`config.mk`:
```
export PLATFORM = sky130hd
export DESIGN_NAME = reg_valid_scoreboard
export DESIGN_NICKNAME = d
export VERILOG_FILES = /design/src/hdl/reg_valid_pkg.sv /design/src/hdl/claim_commit_decode.sv /design/src/hdl/reg_valid_cell.sv /design/src/hdl/operand_ready_lookup.sv /design/src/hdl/reg_valid_scoreboard.sv
export SDC_FILE = /design/constraint.sdc
export NUM_CORES = 1
export LEC_CHECK = 0
export BUFFER_PORTS_ARGS = -buffer_cell sky130_fd_sc_hd__buf_2
export CAP_MARGIN = 0
export CORE_UTILIZATION = 60
export CTS_CLUSTER_DIAMETER = 80
export DETAILED_ROUTE_END_ITERATION = 10
export PLACE_DENSITY_LB_ADDON = 0.25
export SETUP_SLACK_MARGIN = 0.15
export SYNTH_ARGS = -nofsm -noshare
export SYNTH_HDL_FRONTEND = slang
export SYNTH_SLANG_ARGS = --single-unit
```
`constraint.sdc`:
```
create_clock -name clk -period 7.3 [get_ports clk]
set_input_delay 1.095 -clock clk [delete_from_list [all_inputs] [get_ports clk]]
set_output_delay 1.095 -clock clk [all_outputs]
set_load 0.01 [all_outputs]
```
`src/hdl/reg_valid_pkg.sv`:
```
// Register scoreboard shared types
`default_nettype none

package reg_valid_pkg;

	// ==============================
	// reorder tags
	// ==============================

	// width of a reorder buffer tag carried by queue slots and commit buses
	localparam int TAG_W = 4;

	// the tag of the in-flight instruction a register waits on
	typedef logic [TAG_W-1:0] tag_t;

	// ==============================
	// default sizes
	// ==============================

	// eight architectural registers, the last one being the status register
	localparam int AREGS_DEFAULT = 8;

	// queue slots that may claim a destination in one cycle
	localparam int QSLOTS_DEFAULT = 3;

	// commit buses that may release a destination in one cycle
	localparam int COMMITS_DEFAULT = 3;

endpackage

`default_nettype wire

```
`src/hdl/claim_commit_decode.sv`:
```
// Claim and commit request decoder
`timescale 1ns/1ps
`default_nettype none

module claim_commit_decode #(
	parameter int AREGS   = reg_valid_pkg::AREGS_DEFAULT,
	parameter int QSLOTS  = reg_valid_pkg::QSLOTS_DEFAULT,
	parameter int COMMITS = reg_valid_pkg::COMMITS_DEFAULT
) (
	// queue side, one entry per slot
	input  wire logic [QSLOTS-1:0]                      slot_v,
	input  wire logic [QSLOTS-1:0]                      slot_rfw,
	input  wire logic [QSLOTS-1:0]                      slot_sr_wr,
	input  wire logic [QSLOTS-1:0][$clog2(AREGS)-1:0]   slot_rd,
	input  wire reg_valid_pkg::tag_t [QSLOTS-1:0]       slot_tag,
	// commit side, one entry per bus
	input  wire logic [COMMITS-1:0]                     commit_v,
	input  wire logic [COMMITS-1:0]                     commit_rfw,
	input  wire logic [COMMITS-1:0]                     commit_sr_wr,
	input  wire logic [COMMITS-1:0][$clog2(AREGS)-1:0]  commit_rd,
	input  wire reg_valid_pkg::tag_t [COMMITS-1:0]      commit_tag,
	// branch recovery
	input  wire logic                                   branch_miss,
	input  wire logic [AREGS-1:0]                       live_mask,
	// per-register request lines
	output logic [AREGS-1:0]                            claim,
	output reg_valid_pkg::tag_t [AREGS-1:0]             claim_tag,
	output logic [AREGS-1:0]                            release_req,
	output reg_valid_pkg::tag_t [AREGS-1:0]             release_tag,
	output logic [AREGS-1:0]                            force_valid
);

	localparam int RW = $clog2(AREGS);

	for (genvar r = 0; r < AREGS; r++) begin : g_reg
		// index of this register as it appears on rd fields
		localparam logic [RW-1:0] RIDX = RW'(r);
		// the top register doubles as the status register
		localparam bit IS_SR = (r == AREGS - 1);

		logic                claim_hit;
		reg_valid_pkg::tag_t claim_sel;
		logic                release_hit;
		reg_valid_pkg::tag_t release_sel;

		// ==============================
		// slot claims
		// ==============================

		// slots are scanned from low to high so the highest hitting slot
		// leaves its tag behind, which matches program order within a group
		always_comb begin
			claim_hit = 1'b0;
			claim_sel = '0;
			for (int s = 0; s < QSLOTS; s++) begin
				if (slot_v[s] && ((slot_rfw[s] && slot_rd[s] == RIDX) ||
						(slot_sr_wr[s] && IS_SR))) begin
					claim_hit = 1'b1;
					claim_sel = slot_tag[s];
				end
			end
		end

		// ==============================
		// commit releases
		// ==============================

		// same scan order for commits, the highest bus supplies the tag
		always_comb begin
			release_hit = 1'b0;
			release_sel = '0;
			for (int c = 0; c < COMMITS; c++) begin
				if (commit_v[c] && ((commit_rfw[c] && commit_rd[c] == RIDX) ||
						(commit_sr_wr[c] && IS_SR))) begin
					release_hit = 1'b1;
					release_sel = commit_tag[c];
				end
			end
		end

		// a branch miss squashes everything queued in the same cycle
		assign claim[r]       = claim_hit && !branch_miss;
		assign claim_tag[r]   = claim_sel;
		assign release_req[r] = release_hit;
		assign release_tag[r] = release_sel;
		// registers not written by surviving instructions become valid again
		assign force_valid[r] = branch_miss && !live_mask[r];
	end

endmodule

`default_nettype wire

```
`src/hdl/reg_valid_cell.sv`:
```
// Register valid cell
`timescale 1ns/1ps
`default_nettype none

module reg_valid_cell (
	input  wire logic                clk,
	input  wire logic                rst,
	// a queue slot takes this register as its destination
	input  wire logic                claim,
	input  wire reg_valid_pkg::tag_t claim_tag,
	// a commit bus writes this register back
	input  wire logic                release_req,
	input  wire reg_valid_pkg::tag_t release_tag,
	// branch recovery makes the register valid unconditionally
	input  wire logic                force_valid,
	output logic                     valid,
	output logic                     valid_next,
	output reg_valid_pkg::tag_t      src_tag
);

	logic tag_match;

	// ==============================
	// release check
	// ==============================

	// the register may have been claimed again after the committing
	// instruction was queued, so only the latest claimant can release it
	assign tag_match = release_req && !valid && (release_tag == src_tag);

	// advanced valid for read-through operand access
	// a claim this cycle does not pull it low, the claimant reads
	// its sources before its own destination is marked busy
	assign valid_next = valid || force_valid || tag_match;

	// ==============================
	// state
	// ==============================

	always_ff @(posedge clk) begin
		if (rst) begin
			valid   <= 1'b1;
			src_tag <= '0;
		end else if (claim) begin
			// a fresh claim beats a release or forced valid in the same cycle
			valid   <= 1'b0;
			src_tag <= claim_tag;
		end else begin
			valid <= valid_next;
		end
	end

endmodule

`default_nettype wire

```
`src/hdl/operand_ready_lookup.sv`:
```
// Source operand ready lookup
`timescale 1ns/1ps
`default_nettype none

module operand_ready_lookup #(
	parameter int AREGS  = reg_valid_pkg::AREGS_DEFAULT,
	parameter int QSLOTS = reg_valid_pkg::QSLOTS_DEFAULT
) (
	// source register named by each slot
	input  wire logic [QSLOTS-1:0][$clog2(AREGS)-1:0] rs_idx,
	// advanced valid and waiting tag of every register
	input  wire logic [AREGS-1:0]                     reg_is_valid,
	input  wire reg_valid_pkg::tag_t [AREGS-1:0]      src_tag,
	output logic [QSLOTS-1:0]                         rs_ready,
	output reg_valid_pkg::tag_t [QSLOTS-1:0]          rs_tag
);

	// ==============================
	// per-slot select
	// ==============================

	for (genvar s = 0; s < QSLOTS; s++) begin : g_slot
		logic in_range;

		// with a register count that is not a power of two some indices
		// name no register, those read as an always-ready constant
		assign in_range = (int'(rs_idx[s]) < AREGS);

		always_comb begin
			if (in_range) begin
				rs_ready[s] = reg_is_valid[rs_idx[s]];
				rs_tag[s]   = src_tag[rs_idx[s]];
			end else begin
				rs_ready[s] = 1'b1;
				rs_tag[s]   = '0;
			end
		end
	end

	// a consumer that sees ready low waits for a commit carrying rs_tag

endmodule

`default_nettype wire

```
`src/hdl/reg_valid_scoreboard.sv`:
```
// Register valid scoreboard top
`timescale 1ns/1ps
`default_nettype none

module reg_valid_scoreboard #(
	parameter int AREGS   = reg_valid_pkg::AREGS_DEFAULT,
	parameter int QSLOTS  = reg_valid_pkg::QSLOTS_DEFAULT,
	parameter int COMMITS = reg_valid_pkg::COMMITS_DEFAULT
) (
	input  wire logic                                   clk,
	input  wire logic                                   rst,
	// queue side
	input  wire logic [QSLOTS-1:0]                      slot_v,
	input  wire logic [QSLOTS-1:0]                      slot_rfw,
	input  wire logic [QSLOTS-1:0]                      slot_sr_wr,
	input  wire logic [QSLOTS-1:0][$clog2(AREGS)-1:0]   slot_rd,
	input  wire reg_valid_pkg::tag_t [QSLOTS-1:0]       slot_tag,
	// commit side
	input  wire logic [COMMITS-1:0]                     commit_v,
	input  wire logic [COMMITS-1:0]                     commit_rfw,
	input  wire logic [COMMITS-1:0]                     commit_sr_wr,
	input  wire logic [COMMITS-1:0][$clog2(AREGS)-1:0]  commit_rd,
	input  wire reg_valid_pkg::tag_t [COMMITS-1:0]      commit_tag,
	// branch recovery
	input  wire logic                                   branch_miss,
	input  wire logic [AREGS-1:0]                       live_mask,
	// operand lookups
	input  wire logic [QSLOTS-1:0][$clog2(AREGS)-1:0]   rs_idx,
	output logic [AREGS-1:0]                            rf_v,
	output logic [AREGS-1:0]                            reg_is_valid,
	output logic [QSLOTS-1:0]                           rs_ready,
	output reg_valid_pkg::tag_t [QSLOTS-1:0]            rs_tag
);

	// ==============================
	// request decode
	// ==============================

	logic [AREGS-1:0]                claim;
	reg_valid_pkg::tag_t [AREGS-1:0] claim_tag;
	logic [AREGS-1:0]                release_req;
	reg_valid_pkg::tag_t [AREGS-1:0] release_tag;
	logic [AREGS-1:0]                force_valid;
	reg_valid_pkg::tag_t [AREGS-1:0] src_tag;

	claim_commit_decode #(
		.AREGS  (AREGS),
		.QSLOTS (QSLOTS),
		.COMMITS(COMMITS)
	) decode_i (
		.slot_v      (slot_v),
		.slot_rfw    (slot_rfw),
		.slot_sr_wr  (slot_sr_wr),
		.slot_rd     (slot_rd),
		.slot_tag    (slot_tag),
		.commit_v    (commit_v),
		.commit_rfw  (commit_rfw),
		.commit_sr_wr(commit_sr_wr),
		.commit_rd   (commit_rd),
		.commit_tag  (commit_tag),
		.branch_miss (branch_miss),
		.live_mask   (live_mask),
		.claim       (claim),
		.claim_tag   (claim_tag),
		.release_req (release_req),
		.release_tag (release_tag),
		.force_valid (force_valid)
	);

	// ==============================
	// one cell per register
	// ==============================

	for (genvar r = 0; r < AREGS; r++) begin : g_cell
		reg_valid_cell cell_i (
			.clk        (clk),
			.rst        (rst),
			.claim      (claim[r]),
			.claim_tag  (claim_tag[r]),
			.release_req(release_req[r]),
			.release_tag(release_tag[r]),
			.force_valid(force_valid[r]),
			.valid      (rf_v[r]),
			.valid_next (reg_is_valid[r]),
			.src_tag    (src_tag[r])
		);
	end

	// operand reads use the advanced vector so a same-cycle commit counts
	operand_ready_lookup #(
		.AREGS (AREGS),
		.QSLOTS(QSLOTS)
	) lookup_i (
		.rs_idx      (rs_idx),
		.reg_is_valid(reg_is_valid),
		.src_tag     (src_tag),
		.rs_ready    (rs_ready),
		.rs_tag      (rs_tag)
	);

endmodule

`default_nettype wire

```
==> flow_results.xml <==
<?xml version="1.0" encoding="UTF-8"?>
<metrics>
  <group name="route">
    <metric name="drt.antenna.violating_nets" unit="">0</metric>
    <metric name="via_count" unit="">5815</metric>
    <metric name="detail_route.wl_per_cell" unit="µm">20.6</metric>
    <metric name="wirelength" unit="µm">17800</metric>
    <metric name="drcViolationCount" unit="">0</metric>
    <metric name="dr.first_iter.drc_count" unit="">482</metric>
    <metric name="first_pass_iters" unit="">7</metric>
    <metric name="vias_per_inst" unit="">6.75</metric>
  </group>
  <group name="flow_run">
    <metric name="drv.max_cap_violation_count" unit="">0</metric>
  </group>
  <group name="die">
    <metric name="initial_core_util" unit="">0.625</metric>
    <metric name="num_io_pins" unit="">111</metric>
    <metric name="floorplan.die_area" unit="µm²">8980</metric>
    <metric name="fp.coreArea" unit="µm²">8260</metric>
    <metric name="core.rowCount" unit="">33</metric>
    <metric name="chipWidth" unit="µm">94.7</metric>
    <metric name="floorplan.die.height" unit="µm">94.7</metric>
  </group>
  <group name="clock_tree">
    <metric name="ctsLongestPathBuffers" unit="">2</metric>
    <metric name="cts_tree" unit="">built</metric>
    <metric name="clock_tree.root_cell" unit="">sky130_fd_sc_hd__clkbuf_8</metric>
    <metric name="cts.hold.buffers_added" unit="">0</metric>
    <metric name="cts.sinks" unit="">40</metric>
    <metric name="postCtsSetupBuffers" unit="">0</metric>
    <metric name="clkSlewWorstSetupHoldPaths" unit="ns">0.07</metric>
    <metric name="cts_made_buffers" unit="">5</metric>
    <metric name="worstSkewPairLatency" unit="ns">0.29</metric>
    <metric name="cts.htree.levels" unit="">2</metric>
    <metric name="number_of_resized_instances_in_the_post_cts_repair_step" unit="">0</metric>
  </group>
  <group name="yosys">
    <metric name="async_reset_ff_frac" unit="">0</metric>
    <metric name="post_synth_num_cell_types" unit="">61</metric>
    <metric name="synth_cells" unit="">708</metric>
    <metric name="yosys_register_bits" unit="">40</metric>
    <metric name="mappedNetlistArea" unit="µm²">5160</metric>
    <metric name="synthesis.nets" unit="">788</metric>
    <metric name="count_of_flip_flops_with_a_built_in_enable_after_synthesis" unit="">0</metric>
    <metric name="postSynth.topFlopCell" unit="">sky130_fd_sc_hd__dfxtp_1</metric>
    <metric name="yosys_warnings" unit="">0</metric>
    <metric name="syn_avg_cell_area" unit="µm²">7.29</metric>
    <metric name="ys_seq_area_frac" unit="">0.155</metric>
  </group>
  <group name="place">
    <metric name="buffer_ports.inserted" unit="">110</metric>
    <metric name="dpl-instance-area" unit="µm²">5490</metric>
    <metric name="hpwl" unit="µm">13900</metric>
    <metric name="globalplace.congestion" unit="">1.00</metric>
    <metric name="preCtsSetupSlack" unit="ns">2.44</metric>
  </group>
  <group name="power">
    <metric name="p_leak" unit="nW">2.20</metric>
    <metric name="power_density" unit="nW/µm²">107</metric>
    <metric name="vdd.ir_drop.worst" unit="mV">0.102</metric>
  </group>
  <group name="global_routing">
    <metric name="global_route_wire_length_before_repair" unit="µm">27000</metric>
    <metric name="grt.overflow.total" unit="">0</metric>
    <metric name="antenna_violations_before_repair" unit="">0</metric>
    <metric name="grt.total_usage" unit="">0.399</metric>
    <metric name="via_count_of_the_first_global_routing_pass" unit="">5323</metric>
    <metric name="grt_max_degree" unit="">41</metric>
  </group>
  <group name="sta">
    <metric name="fmax" unit="MHz">200</metric>
    <metric name="fin_skew" unit="ns">0.00220</metric>
    <metric name="timing.final.ws_setup" unit="ns">2.31</metric>
    <metric name="finalSetupViolCount" unit="">0</metric>
    <metric name="grt_setup_unrepaired" unit="">no</metric>
    <metric name="worstMarginPinSlew" unit="ns">0.823</metric>
    <metric name="period_share" unit="">0.684</metric>
    <metric name="worst_rel_slew_slack" unit="">0.449</metric>
    <metric name="timing.final.hold_violations" unit="">0</metric>
    <metric name="max_slew_violations" unit="">0</metric>
    <metric name="layout_min_cycle_time" unit="ns">4.99</metric>
    <metric name="whs" unit="ns">0.561</metric>
    <metric name="fin_setup_tns" unit="ns">0</metric>
  </group>
  <group name="layout">
    <metric name="mostFrequentLayoutCells" unit="">110 x sky130_fd_sc_hd__nor2_1, 110 x sky130_fd_sc_hd__buf_2, 73 x sky130_fd_sc_hd__nand2_1</metric>
    <metric name="fillCellCount" unit="">749</metric>
    <metric name="nNetsFinal" unit="">836</metric>
    <metric name="postLayoutCoreUtil" unit="">0.678</metric>
    <metric name="layout-drive-gt1-share" unit="">0.206</metric>
    <metric name="syn2layout_area_growth" unit="%">8.53</metric>
    <metric name="finalInstanceArea" unit="µm²">5600</metric>
    <metric name="insertedDiodeCount" unit="">0</metric>
  </group>
  <group name="critical_path">
    <metric name="timing.critical_path.required" unit="ns">6.20</metric>
    <metric name="setup.worst_path.class" unit="">input pin to primary output</metric>
    <metric name="path_max_fanout" unit="">15</metric>
    <metric name="critPathLaunch" unit="">commit_rfw[1]</metric>
    <metric name="start_kind" unit="">input pin</metric>
    <metric name="rr_startpoint" unit="">g_cell[7].cell_i.src_tag[3]</metric>
    <metric name="cp_data_arrival_time" unit="ns">3.90</metric>
    <metric name="critPathCaptureType" unit="">primary output</metric>
  </group>
  <group name="hold_path">
    <metric name="min-delay-path-class" unit="">flip-flop to flip-flop</metric>
    <metric name="worst_hold_startpoint" unit="">g_cell[3].cell_i.src_tag[3]</metric>
  </group>
  <group name="status">
    <metric name="status" unit="">completed</metric>
  </group>
</metrics>
worst max-delay path, cell delays in order:
cell,delay [ns]
sky130_fd_sc_hd__buf_2,0.13
sky130_fd_sc_hd__and2_1,0.47
sky130_fd_sc_hd__and3_1,0.25
sky130_fd_sc_hd__a31oi_1,0.06
sky130_fd_sc_hd__a311oi_1,0.37
sky130_fd_sc_hd__a21oi_1,0.08
sky130_fd_sc_hd__a31oi_1,0.61
sky130_fd_sc_hd__nor3_1,0.17
sky130_fd_sc_hd__a2111oi_2,0.41
sky130_fd_sc_hd__a31oi_1,0.08
sky130_fd_sc_hd__buf_2,0.15
worst paths after layout:
kind | endpoint | slack, ns | cells after the start
worst max-delay path | rs_ready[2] | 2.31 | 11
worst min-delay path | g_cell[3].cell_i.src_tag[3] | 0.56 | 2
worst max register to register | g_cell[7].cell_i.valid | 5.31 | 6
worst min register to register | g_cell[3].cell_i.src_tag[3] | 0.56 | 2
final cells by class:
cell class              instances  area, µm²  share of cell area
multi-input cells             571       3910               0.697
flip-flops and latches         40        801               0.143
repair buffers                110        551              0.0983
well taps                     105        131              0.0235
inverters                      28        105              0.0188
clock buffers                   6       72.6              0.0130
clock inverters                 2       35.0             0.00625
synth_stat cells, types with 5 or more instances:
| master | instances | area (µm²) |
|---|---|---|
| sky130_fd_sc_hd__a211o_1 | 11 | 96.3 |
| sky130_fd_sc_hd__a21oi_1 | 45 | 225 |
| sky130_fd_sc_hd__a221oi_1 | 17 | 149 |
| sky130_fd_sc_hd__a22oi_1 | 27 | 203 |
| sky130_fd_sc_hd__a31oi_1 | 22 | 138 |
| sky130_fd_sc_hd__and2_1 | 5 | 31.3 |
| sky130_fd_sc_hd__and3_1 | 6 | 37.5 |
| sky130_fd_sc_hd__buf_2 | 6 | 30.0 |
| sky130_fd_sc_hd__buf_4 | 17 | 128 |
| sky130_fd_sc_hd__clkbuf_1 | 37 | 139 |
| sky130_fd_sc_hd__dfxtp_1 | 40 | 801 |
| sky130_fd_sc_hd__inv_1 | 28 | 105 |
| sky130_fd_sc_hd__mux2i_1 | 32 | 320 |
| sky130_fd_sc_hd__mux4_2 | 24 | 541 |
| sky130_fd_sc_hd__nand2_1 | 73 | 274 |
| sky130_fd_sc_hd__nand2b_1 | 16 | 100 |
| sky130_fd_sc_hd__nand3_1 | 26 | 130 |
| sky130_fd_sc_hd__nand3b_1 | 6 | 45.0 |
| sky130_fd_sc_hd__nor2_1 | 110 | 413 |
| sky130_fd_sc_hd__nor2b_1 | 6 | 37.5 |
| sky130_fd_sc_hd__nor3_1 | 20 | 100 |
| sky130_fd_sc_hd__o2111ai_1 | 7 | 61.3 |
| sky130_fd_sc_hd__o21ai_0 | 16 | 80.1 |
| sky130_fd_sc_hd__o21bai_1 | 7 | 52.6 |
| sky130_fd_sc_hd__or2_2 | 5 | 31.3 |
| sky130_fd_sc_hd__xnor2_1 | 13 | 114 |
| sky130_fd_sc_hd__xor2_1 | 16 | 140 |
through the flow:
| stage | std cells | power (mW) |
|---|---|---|
| global route | 862 | 0.622 |
| floorplan | 708 | 0.357 |
| detailed placement | 854 | 0.418 |
| global placement | 854 | 0.413 |
| CTS | 862 | 0.594 |
| finish | 862 | 0.598 |
logic make-up after synthesis:
group | share of synthesized area
compound gates | 0.284
flops | 0.155
xor+xnor | 0.0492
mux | 0.167
simple gates | 0.257
buf+inv | 0.0880
state kept, by name, indices dropped and copies added (netlist names):
signal / flops
g_cell.cell_i.src_tag: 32
g_cell.cell_i.valid: 8
layer usage:
metal  up-vias  GRT usage  part of all wire
met5         -          0                 0
met3        64     0.0845              0.12
met2       379      0.604              0.44
li1       2692          -                 -
met1      2680      0.553              0.41
met4         0      0.153             0.031
where the power goes:
part           total, mW  internal, mW  switching, mW  leakage [nW]
clock              0.180         0.101         0.0784        0.0552
combinational      0.190        0.0687          0.121          1.82
sequential         0.229         0.222        0.00685         0.324
(Power assumes the default switching activity.)
